## src/source/ex_pkg.sv

```systemverilog
//////////////////////////////////////////////////////////////////////
// execute stage shared definitions
// operator encoding, data words and the bundles between the blocks
//////////////////////////////////////////////////////////////////////

`default_nettype none

package ex_pkg;

  // number of 8x8 partial-product steps in one multiply
  localparam int unsigned MULT_STEPS = 10;
  // distance between neighbouring operand bytes
  localparam int unsigned SHIFT_W = 8;

  typedef logic [31:0]        ex_word_t;
  typedef logic [SHIFT_W-1:0] ex_byte_t;

  typedef enum logic [3:0] {
    ADD  = 4'd0,
    SUB  = 4'd1,
    AND  = 4'd2,
    OR   = 4'd3,
    XOR  = 4'd4,
    SLL  = 4'd5,
    SRL  = 4'd6,
    SRA  = 4'd7,
    SLT  = 4'd8,
    SLTU = 4'd9,
    MUL  = 4'd10
  } ex_op_e;

  // one operation as issued
  typedef struct packed {
    ex_op_e   op;
    ex_word_t operand_a;
    ex_word_t operand_b;
  } ex_req_t;

  // multiplier operands for the shared adder
  typedef struct packed {
    ex_word_t pp;
    ex_word_t acc;
  } ex_mult_add_t;

endpackage

`default_nettype wire

```

## src/source/ex_alu.sv

```systemverilog
//////////////////////////////////////////////////////////////////////
// execute stage ALU
// one adder shared by arithmetic, compares and multiply steps
//////////////////////////////////////////////////////////////////////

`timescale 1ns/1ps
`default_nettype none

module ex_alu (
  input  ex_pkg::ex_req_t      req_i,
  input  ex_pkg::ex_mult_add_t mult_add_i,
  output ex_pkg::ex_word_t     adder_sum_o,
  output ex_pkg::ex_word_t     result_o
);

  ex_pkg::ex_word_t add_a;
  ex_pkg::ex_word_t add_b;
  ex_pkg::ex_word_t sum;
  logic             add_cin;
  logic             add_cout;
  logic [4:0]       shamt;
  logic             lt_signed;
  logic             lt_unsigned;

  //////////////////////////////////////////////////////////////////////
  // shared adder
  //////////////////////////////////////////////////////////////////////

  always_comb begin : adder_operands
    add_a   = req_i.operand_a;
    add_b   = req_i.operand_b;
    add_cin = 1'b0;
    case (req_i.op)
      // a - b as a + ~b + 1
      ex_pkg::SUB, ex_pkg::SLT, ex_pkg::SLTU: begin
        add_b   = ~req_i.operand_b;
        add_cin = 1'b1;
      end
      // multiplier owns the adder
      ex_pkg::MUL: begin
        add_a = mult_add_i.pp;
        add_b = mult_add_i.acc;
      end
      default: begin
        add_cin = 1'b0;
      end
    endcase
  end

  assign {add_cout, sum} = {1'b0, add_a} + {1'b0, add_b} + {32'd0, add_cin};

  assign adder_sum_o = sum;

  // no borrow out means a >= b
  assign lt_unsigned = ~add_cout;

  // differing signs decide directly, else sign of the difference
  assign lt_signed = (req_i.operand_a[31] == req_i.operand_b[31]) ? sum[31]
                                                                  : req_i.operand_a[31];

  //////////////////////////////////////////////////////////////////////
  // result select
  //////////////////////////////////////////////////////////////////////

  assign shamt = req_i.operand_b[4:0];

  always_comb begin : result_mux
    case (req_i.op)
      ex_pkg::ADD, ex_pkg::SUB, ex_pkg::MUL: begin
        result_o = sum;
      end
      ex_pkg::AND: begin
        result_o = req_i.operand_a & req_i.operand_b;
      end
      ex_pkg::OR: begin
        result_o = req_i.operand_a | req_i.operand_b;
      end
      ex_pkg::XOR: begin
        result_o = req_i.operand_a ^ req_i.operand_b;
      end
      ex_pkg::SLL: begin
        result_o = req_i.operand_a << shamt;
      end
      ex_pkg::SRL: begin
        result_o = req_i.operand_a >> shamt;
      end
      ex_pkg::SRA: begin
        result_o = $signed(req_i.operand_a) >>> shamt;
      end
      ex_pkg::SLT: begin
        result_o = {31'd0, lt_signed};
      end
      ex_pkg::SLTU: begin
        result_o = {31'd0, lt_unsigned};
      end
      default: begin
        result_o = sum;
      end
    endcase
  end

endmodule

`default_nettype wire

```

## src/source/ex_issue.sv

```systemverilog
//////////////////////////////////////////////////////////////////////
// single-entry issue and run control
// captures one request, sequences ALU or multiply, pulses done
//////////////////////////////////////////////////////////////////////

`timescale 1ns/1ps
`default_nettype none

module ex_issue (
  input  logic             clk,
  input  logic             rst_n,
  input  logic             valid_i,
  input  ex_pkg::ex_req_t  req_i,
  input  ex_pkg::ex_word_t alu_result_i,
  input  logic             mult_ready_i,
  output ex_pkg::ex_req_t  req_o,
  output logic             mult_en_o,
  output logic             busy_o,
  output logic             done_o,
  output ex_pkg::ex_word_t result_o
);

  typedef enum logic [1:0] {
    IDLE,
    ALU,
    MULT
  } state_e;

  state_e           state_q;
  state_e           state_d;
  logic             accept;
  logic             finish;
  logic             done_q;
  ex_pkg::ex_req_t  req_q;
  ex_pkg::ex_word_t result_q;

  // requests while busy are dropped
  assign accept = valid_i && (state_q == IDLE);
  assign finish = (state_q == ALU) || ((state_q == MULT) && mult_ready_i);

  always_comb begin : next_state
    state_d = state_q;
    case (state_q)
      IDLE: begin
        if (valid_i) begin
          state_d = (req_i.op == ex_pkg::MUL) ? MULT : ALU;
        end
      end
      ALU: begin
        state_d = IDLE;
      end
      MULT: begin
        if (mult_ready_i) begin
          state_d = IDLE;
        end
      end
      default: begin
        state_d = IDLE;
      end
    endcase
  end

  always_ff @(posedge clk or negedge rst_n) begin : ctrl_reg
    if (!rst_n) begin
      state_q  <= IDLE;
      done_q   <= 1'b0;
      result_q <= '0;
    end else begin
      state_q <= state_d;
      done_q  <= finish;
      if (finish) begin
        result_q <= alu_result_i;
      end
    end
  end

  // held operands for the whole run
  always_ff @(posedge clk) begin : req_reg
    if (accept) begin
      req_q <= req_i;
    end
  end

  assign req_o     = req_q;
  assign mult_en_o = (state_q == MULT);
  assign busy_o    = (state_q != IDLE);
  assign done_o    = done_q;
  assign result_o  = result_q;

endmodule

`default_nettype wire

```

## src/source/ex_mult.sv

```systemverilog
//////////////////////////////////////////////////////////////////////
// iterative multiplier, low 32 bits of a 32x32 product
// one 8x8 partial product per step, summed in the ALU adder
//////////////////////////////////////////////////////////////////////

`timescale 1ns/1ps
`default_nettype none

module ex_mult (
  input  logic                 clk,
  input  logic                 rst_n,
  input  logic                 mult_en_i,
  input  ex_pkg::ex_req_t      req_i,
  input  ex_pkg::ex_word_t     acc_i,
  output ex_pkg::ex_mult_add_t mult_add_o,
  output logic                 ready_o
);

  localparam int unsigned STEP_W = $clog2(ex_pkg::MULT_STEPS);

  typedef enum logic [STEP_W-1:0] {
    STEP0,
    STEP1,
    STEP2,
    STEP3,
    STEP4,
    STEP5,
    STEP6,
    STEP7,
    STEP8,
    STEP9
  } step_e;

  // byte pair and top-byte sign handling of one step
  typedef struct packed {
    logic [1:0] sel_a;
    logic [1:0] sel_b;
    logic       sgn_a;
    logic       sgn_b;
  } step_ctrl_t;

  step_e      step_q;
  step_e      step_d;
  step_ctrl_t ctrl;

  ex_pkg::ex_byte_t byte_a;
  ex_pkg::ex_byte_t byte_b;
  logic             sign_a;
  logic             sign_b;
  logic [1:0]       shift;

  logic signed [2*ex_pkg::SHIFT_W+1:0] pp_raw;

  ex_pkg::ex_word_t pp_ext;
  ex_pkg::ex_word_t pp_shifted;
  ex_pkg::ex_word_t acc_q;
  ex_pkg::ex_word_t acc_op;

  //////////////////////////////////////////////////////////////////////
  // step sequence
  //////////////////////////////////////////////////////////////////////

  // products shifted to 32 bits or beyond never appear
  always_comb begin : step_table
    case (step_q)
      STEP0: begin
        ctrl   = '{sel_a: 2'd0, sel_b: 2'd0, sgn_a: 1'b0, sgn_b: 1'b0};
        step_d = STEP1;
      end
      STEP1: begin
        ctrl   = '{sel_a: 2'd0, sel_b: 2'd1, sgn_a: 1'b0, sgn_b: 1'b0};
        step_d = STEP2;
      end
      STEP2: begin
        ctrl   = '{sel_a: 2'd0, sel_b: 2'd2, sgn_a: 1'b0, sgn_b: 1'b0};
        step_d = STEP3;
      end
      STEP3: begin
        ctrl   = '{sel_a: 2'd0, sel_b: 2'd3, sgn_a: 1'b0, sgn_b: 1'b1};
        step_d = STEP4;
      end
      STEP4: begin
        ctrl   = '{sel_a: 2'd1, sel_b: 2'd0, sgn_a: 1'b0, sgn_b: 1'b0};
        step_d = STEP5;
      end
      STEP5: begin
        ctrl   = '{sel_a: 2'd1, sel_b: 2'd1, sgn_a: 1'b0, sgn_b: 1'b0};
        step_d = STEP6;
      end
      STEP6: begin
        ctrl   = '{sel_a: 2'd1, sel_b: 2'd2, sgn_a: 1'b0, sgn_b: 1'b0};
        step_d = STEP7;
      end
      STEP7: begin
        ctrl   = '{sel_a: 2'd2, sel_b: 2'd0, sgn_a: 1'b0, sgn_b: 1'b0};
        step_d = STEP8;
      end
      STEP8: begin
        ctrl   = '{sel_a: 2'd2, sel_b: 2'd1, sgn_a: 1'b0, sgn_b: 1'b0};
        step_d = STEP9;
      end
      STEP9: begin
        ctrl   = '{sel_a: 2'd3, sel_b: 2'd0, sgn_a: 1'b1, sgn_b: 1'b0};
        step_d = STEP0;
      end
      default: begin
        ctrl   = '{sel_a: 2'd0, sel_b: 2'd0, sgn_a: 1'b0, sgn_b: 1'b0};
        step_d = STEP0;
      end
    endcase
  end

  //////////////////////////////////////////////////////////////////////
  // partial product
  //////////////////////////////////////////////////////////////////////

  assign byte_a = req_i.operand_a[ctrl.sel_a * ex_pkg::SHIFT_W +: ex_pkg::SHIFT_W];
  assign byte_b = req_i.operand_b[ctrl.sel_b * ex_pkg::SHIFT_W +: ex_pkg::SHIFT_W];

  // sign only meaningful for the top bytes
  assign sign_a = ctrl.sgn_a & req_i.operand_a[31];
  assign sign_b = ctrl.sgn_b & req_i.operand_b[31];

  assign pp_raw = $signed({sign_a, byte_a}) * $signed({sign_b, byte_b});

  // sign extended to a full word
  assign pp_ext = ex_pkg::ex_word_t'(pp_raw);

  // byte weight of the pair
  assign shift      = ctrl.sel_a + ctrl.sel_b;
  assign pp_shifted = pp_ext << (shift * ex_pkg::SHIFT_W);

  // first step starts a fresh sum
  assign acc_op = (step_q == STEP0) ? '0 : acc_q;

  assign mult_add_o = '{pp: pp_shifted, acc: acc_op};
  assign ready_o    = (step_q == STEP9);

  //////////////////////////////////////////////////////////////////////
  // registers
  //////////////////////////////////////////////////////////////////////

  always_ff @(posedge clk or negedge rst_n) begin : step_reg
    if (!rst_n) begin
      step_q <= STEP0;
    end else if (mult_en_i) begin
      step_q <= step_d;
    end
  end

  // running sum from the shared adder
  always_ff @(posedge clk) begin : acc_reg
    if (mult_en_i) begin
      acc_q <= acc_i;
    end
  end

endmodule

`default_nettype wire

```

## src/source/ex_top.sv

```systemverilog
//////////////////////////////////////////////////////////////////////
// execute stage top level
// issue control, shared-adder ALU and iterative multiplier
//////////////////////////////////////////////////////////////////////

`timescale 1ns/1ps
`default_nettype none

module ex_top (
  input  logic             clk,
  input  logic             rst_n,
  input  logic             valid_i,
  input  ex_pkg::ex_req_t  req_i,
  output logic             busy_o,
  output logic             done_o,
  output ex_pkg::ex_word_t result_o
);

  ex_pkg::ex_req_t      req;
  ex_pkg::ex_mult_add_t mult_add;
  ex_pkg::ex_word_t     adder_sum;
  ex_pkg::ex_word_t     alu_result;
  logic                 mult_en;
  logic                 mult_ready;

  ex_issue u_issue (
    .clk          (clk),
    .rst_n        (rst_n),
    .valid_i      (valid_i),
    .req_i        (req_i),
    .alu_result_i (alu_result),
    .mult_ready_i (mult_ready),
    .req_o        (req),
    .mult_en_o    (mult_en),
    .busy_o       (busy_o),
    .done_o       (done_o),
    .result_o     (result_o)
  );

  ex_alu u_alu (
    .req_i       (req),
    .mult_add_i  (mult_add),
    .adder_sum_o (adder_sum),
    .result_o    (alu_result)
  );

  // adder sum feeds back as the next accumulator value
  ex_mult u_mult (
    .clk        (clk),
    .rst_n      (rst_n),
    .mult_en_i  (mult_en),
    .req_i      (req),
    .acc_i      (adder_sum),
    .mult_add_o (mult_add),
    .ready_o    (mult_ready)
  );

endmodule

`default_nettype wire
```

## config.mk

```make
export PLATFORM = sky130hd
export DESIGN_NAME = ex_top
export DESIGN_NICKNAME = d
export VERILOG_FILES = /design/src/source/ex_pkg.sv /design/src/source/ex_alu.sv /design/src/source/ex_issue.sv /design/src/source/ex_mult.sv /design/src/source/ex_top.sv
export SDC_FILE = /design/constraint.sdc
export NUM_CORES = 1
export LEC_CHECK = 0
export BUFFER_PORTS_ARGS = -buffer_cell sky130_fd_sc_hd__buf_2
export CORE_ASPECT_RATIO = 0.75
export CORE_MARGIN = 1.5
export CORE_UTILIZATION = 50
export CTS_BUF_LIST = sky130_fd_sc_hd__clkbuf_2 sky130_fd_sc_hd__clkbuf_4 sky130_fd_sc_hd__clkbuf_8
export DETAILED_ROUTE_END_ITERATION = 6
export HOLD_SLACK_MARGIN = 0.06
export MAX_ROUTING_LAYER = met4
export PLACE_DENSITY_LB_ADDON = 0.1
export SLEW_MARGIN = 30
export SYNTH_ARGS = -nofsm -noshare
export SYNTH_HDL_FRONTEND = slang
export SYNTH_HIERARCHICAL = 1
export SYNTH_SLANG_ARGS = --single-unit
```

## constraint.sdc

```tcl
create_clock -name clk -period 13.8 [get_ports clk]
set_clock_uncertainty 0.05 [all_clocks]
set_input_delay 0 -clock clk [delete_from_list [all_inputs] [get_ports clk]]
set_output_delay 0 -clock clk [all_outputs]
set_load 0.02 [all_outputs]
```

==> results.txt <==
- The run finished with clean final reports.
- The worst path in the final design needs a cycle of 9.91 ns, including I/O delays and setup.
- Antenna Violating Nets Remaining: 0
- In this run the standard cell core region covers ~35000 µm².
- Mapped Nets: 2183
- Final worst-path cycle share: 0.718
- H-tree Lvls: 4
- Data arrival time of the critical path: 10.27 ns
- Counting both buffers and inverters, the worst setup path holds a total of 5.
- Clock latency on the worst-skew pair: roughly 0.53 ns
- In the final layout, flip-flops and latches occupy about 4000 µm².
- Sort of element at the start of the critical path: register
* CP max FO: 12
- Number of detailed-routing iterations run before antenna repair: 6
- Clock slew at reported path FFs: 0.11 ns
- The die covers 36100 µm².
- Once layout is done, the placed cells without fillers occupy 19600 µm².
- The count of endpoints failing hold in the final timing report is 0.
- Remaining global-route overflow: 0
- Global router's overall resource usage: 0.405
- The multi-input combinational cells in the finished layout cover a total of between 10000 and 15000 µm².
- Most common library cell in the layout ignoring fill and taps: sky130_fd_sc_hd__nor2_1
- The routed layout has 16400 vias.
* Worst hold path class: primary input to register
* Final-layout worst hold slack: 0.119 ns
* Drc violations: 0
* Worst slew margin relative to its limit: 0.310
- The setup path with the least slack is of type register to register.
- The tree is rooted in a sky130_fd_sc_hd__clkbuf_8.
- The largest single stage delay on the critical path is 0.89 ns.
- Number of synthesized register bits: 139
- Grouping stages by cell kind, the critical path spends the most delay in compound AO/OA/AOI/OAI gates.
* Fraction of final layout cells sized beyond drive strength 1: 0.176
- The largest individual stage delay along the critical path comes from the cell sky130_fd_sc_hd__a2111oi_0.
* Initial antenna violation count: 5
- Number of enable-type register cells in the synthesized netlist: 100
- Post CTS Setup Buffer Count: 0
- Clock Tree Buf Depth: 2
* Max-cap viol count: 0
- Measured along the y axis, the die boundary spans 165 µm.
* Sum of negative setup slack: 0 ns
- Initial detailed-routing violation count: between 2000 and 3000
- TritonCTS created 17 clock buffers.
- Using the TritonRoute via totals, the vias-per-cell ratio works out to around 6.6.
- A synthesized cell averages ~9.2 µm².
* Netlist Area Pre-Place: 17500 µm²
- Crit-path most repeated cell: sky130_fd_sc_hd__fa_1
- Entering global routing, the biggest net connects 84 pins.
- For this run, the post-layout net count is ~2300.
- Final-layout fill cell count: 3115
- Setup violation total in the final timing report: 0
- Average wire per standard cell: 28.2 µm
* Wire length of the first global-routing pass: around 100000 µm
* Placed instance area: 18500 µm²
- The Yosys step of the flow raised 6 warnings.
* Final routed wirelength across all metal layers: between 70000 and 80000 µm
- The area growth from synthesis to layout is 12.0%.
- Via count of the first global-routing pass: 15300
* Number of buffers inserted by port buffering: 104
* Overall die width: 219 µm
- Summed over all nets, the half-perimeter wirelength after detailed placement is 52100 µm.
- Number of distinct standard cells referenced by the synthesized netlist: 90
- For the worst setup path, the data required time is roughly 14 ns.
- Routability Congestion: 1.05
- For this run, the register share of the synthesized area comes to 0.228.
* Worst setup EP type: register
* Gate Count Post-Synth: 1900
- The initial utilization of the core area, before any placement, comes to 0.506.
- Actual slew at the worst max-slew pin: roughly 1.0 ns
- Achievable Freq: 101 MHz
- During I/O placement, the number of pins put on the boundary was 105.
* Clock tree from TritonCTS: built
* Clk sink count: between 100 and 150
* Share of flip-flops with an asynchronous set or reset: 0.281
- Top_reg_cell synth: sky130_fd_sc_hd__edfxtp_1
- FP Rows: 59
- RSZ-0062 raised after global routing: no
- In the layout the commonest cells are sky130_fd_sc_hd__nor2_1 (194), sky130_fd_sc_hd__nand2_1 (173), sky130_fd_sc_hd__inv_1 (144).
- The repair_antennas step left the layout with diodes totalling 0.
- The max-slew violation count is 0.
what timing repair did:
item / in CTS / in global routing
hold buffers: 70 / 1
endpoints found under the hold margin: 116 / 39
setup endpoints to repair: 0 / 0
resized for setup: 0 / 0
routing by layer:
metal | vias to the layer above | GRT usage | part of all wire
met5 | - | - | 0
met4 | 0 | 0.142 | 0.033
met3 | 137 | 0.101 | 0.12
met2 | 1114 | 0.550 | 0.41
met1 | 7977 | 0.581 | 0.44
li1 | 7158 | - | -
cell usage after synthesis, types with 8 or more instances:
cell type,instances,area share
sky130_fd_sc_hd__nor2_1,196,0.042
sky130_fd_sc_hd__nand2_1,173,0.037
sky130_fd_sc_hd__inv_1,144,0.031
sky130_fd_sc_hd__ha_1,140,0.10
sky130_fd_sc_hd__o21ai_0,107,0.031
sky130_fd_sc_hd__edfxtp_1,100,0.17
sky130_fd_sc_hd__a21oi_1,83,0.024
sky130_fd_sc_hd__fa_1,72,0.083
sky130_fd_sc_hd__clkbuf_1,71,0.015
sky130_fd_sc_hd__mux2i_1,64,0.037
sky130_fd_sc_hd__mux2_2,63,0.041
sky130_fd_sc_hd__mux4_2,61,0.079
sky130_fd_sc_hd__nor2b_1,47,0.017
sky130_fd_sc_hd__dfrtp_1,39,0.056
sky130_fd_sc_hd__a221o_1,35,0.020
sky130_fd_sc_hd__xnor2_1,31,0.016
sky130_fd_sc_hd__o211ai_1,30,0.013
sky130_fd_sc_hd__a211oi_1,28,0.012
sky130_fd_sc_hd__and2_1,28,0.010
sky130_fd_sc_hd__nand3_1,26,0.0075
sky130_fd_sc_hd__nor3_1,24,0.0069
sky130_fd_sc_hd__a21o_1,23,0.0099
sky130_fd_sc_hd__a31oi_1,19,0.0068
sky130_fd_sc_hd__buf_2,19,0.0054
sky130_fd_sc_hd__xor2_1,19,0.0095
sky130_fd_sc_hd__a22oi_1,18,0.0077
sky130_fd_sc_hd__a221oi_1,16,0.0080
sky130_fd_sc_hd__nand2b_1,14,0.0050
sky130_fd_sc_hd__buf_4,13,0.0056
sky130_fd_sc_hd__buf_1,11,0.0024
sky130_fd_sc_hd__o22a_1,11,0.0055
sky130_fd_sc_hd__or3_1,11,0.0039
sky130_fd_sc_hd__nand4_1,10,0.0036
sky130_fd_sc_hd__o21a_1,8,0.0034
stage by stage:
step	worst slack (ns)	instances	util
after floorplan	5.57	1900	-
after global placement	3.97	2386	0.533
after detailed placement	4.12	2387	0.534
after CTS	4.11	2489	0.566
after global routing	3.39	2490	0.566
final	3.89	2490	0.566
registers in the layout (all words and copies together) (netlist names):
name	flops
u_issue/done_o	1
u_issue/state_q	2
u_issue/req_o	68
u_mult/step_q	4
u_issue/result_o	32
u_mult/acc_q	32
kinds of logic after synthesis:
group                      synth area share
DFF                                   0.228
xor gates and xnor gates             0.0260
adders and majority gates             0.183
and+or+nand+nor                       0.155
AOI/OAI and AO/OA                     0.184
buffers and inverters                0.0652
muxes                                 0.159
cell type report:
type                            instances  share of cell area
Clock inverter                         15             0.00799
Sequential cell                       139               0.203
Multi-Input combinational cell       1491               0.637
Inverter                              149              0.0286
Tap cell                              457              0.0292
Timing Repair Buffer                  222              0.0821
Clock buffer                           17              0.0120
worst paths after layout:
check | slack [ns] | to | startpoint | depth (start not counted)
max in group asynchronous | 12.76 | u_mult/step_q[1]$_DFFE_PN0P_ | rst_n | 3
min in group asynchronous | 0.55 | u_issue/done_o$_DFF_PN0_ | rst_n | 3
worst max register to register | 3.89 | u_issue/result_o[29]$_DFFE_PN0P_ | u_mult/step_q[0]$_DFFE_PN0P_ | 34
worst min register to register | 0.46 | u_issue/result_o[17]$_DFFE_PN0P_ | u_issue/result_o[17]$_DFFE_PN0P_ | 1
worst min-delay path | 0.12 | u_issue/req_o[15]$_DFFE_PP_ | req_i[15] | 2
worst max-delay path | 3.89 | u_issue/result_o[29]$_DFFE_PN0P_ | u_mult/step_q[0]$_DFFE_PN0P_ | 34
worst register-to-register path, delay by kind of cell (launching register included):
kind / cells / cell delay [ns]
muxes: 2 / 0.66
adders and majority gates: 8 / 3.23
xor gates and xnor gates: 1 / 0.17
buffers and inverters: 5 / 0.52
AOI/OAI and AO/OA: 12 / 3.93
DFF: 1 / 0.45
and+or+nand+nor: 6 / 0.78
Power is left out: the tool's default activity adds up to more than one toggle a clock period on the data nets, which glitch-free logic cannot reach.
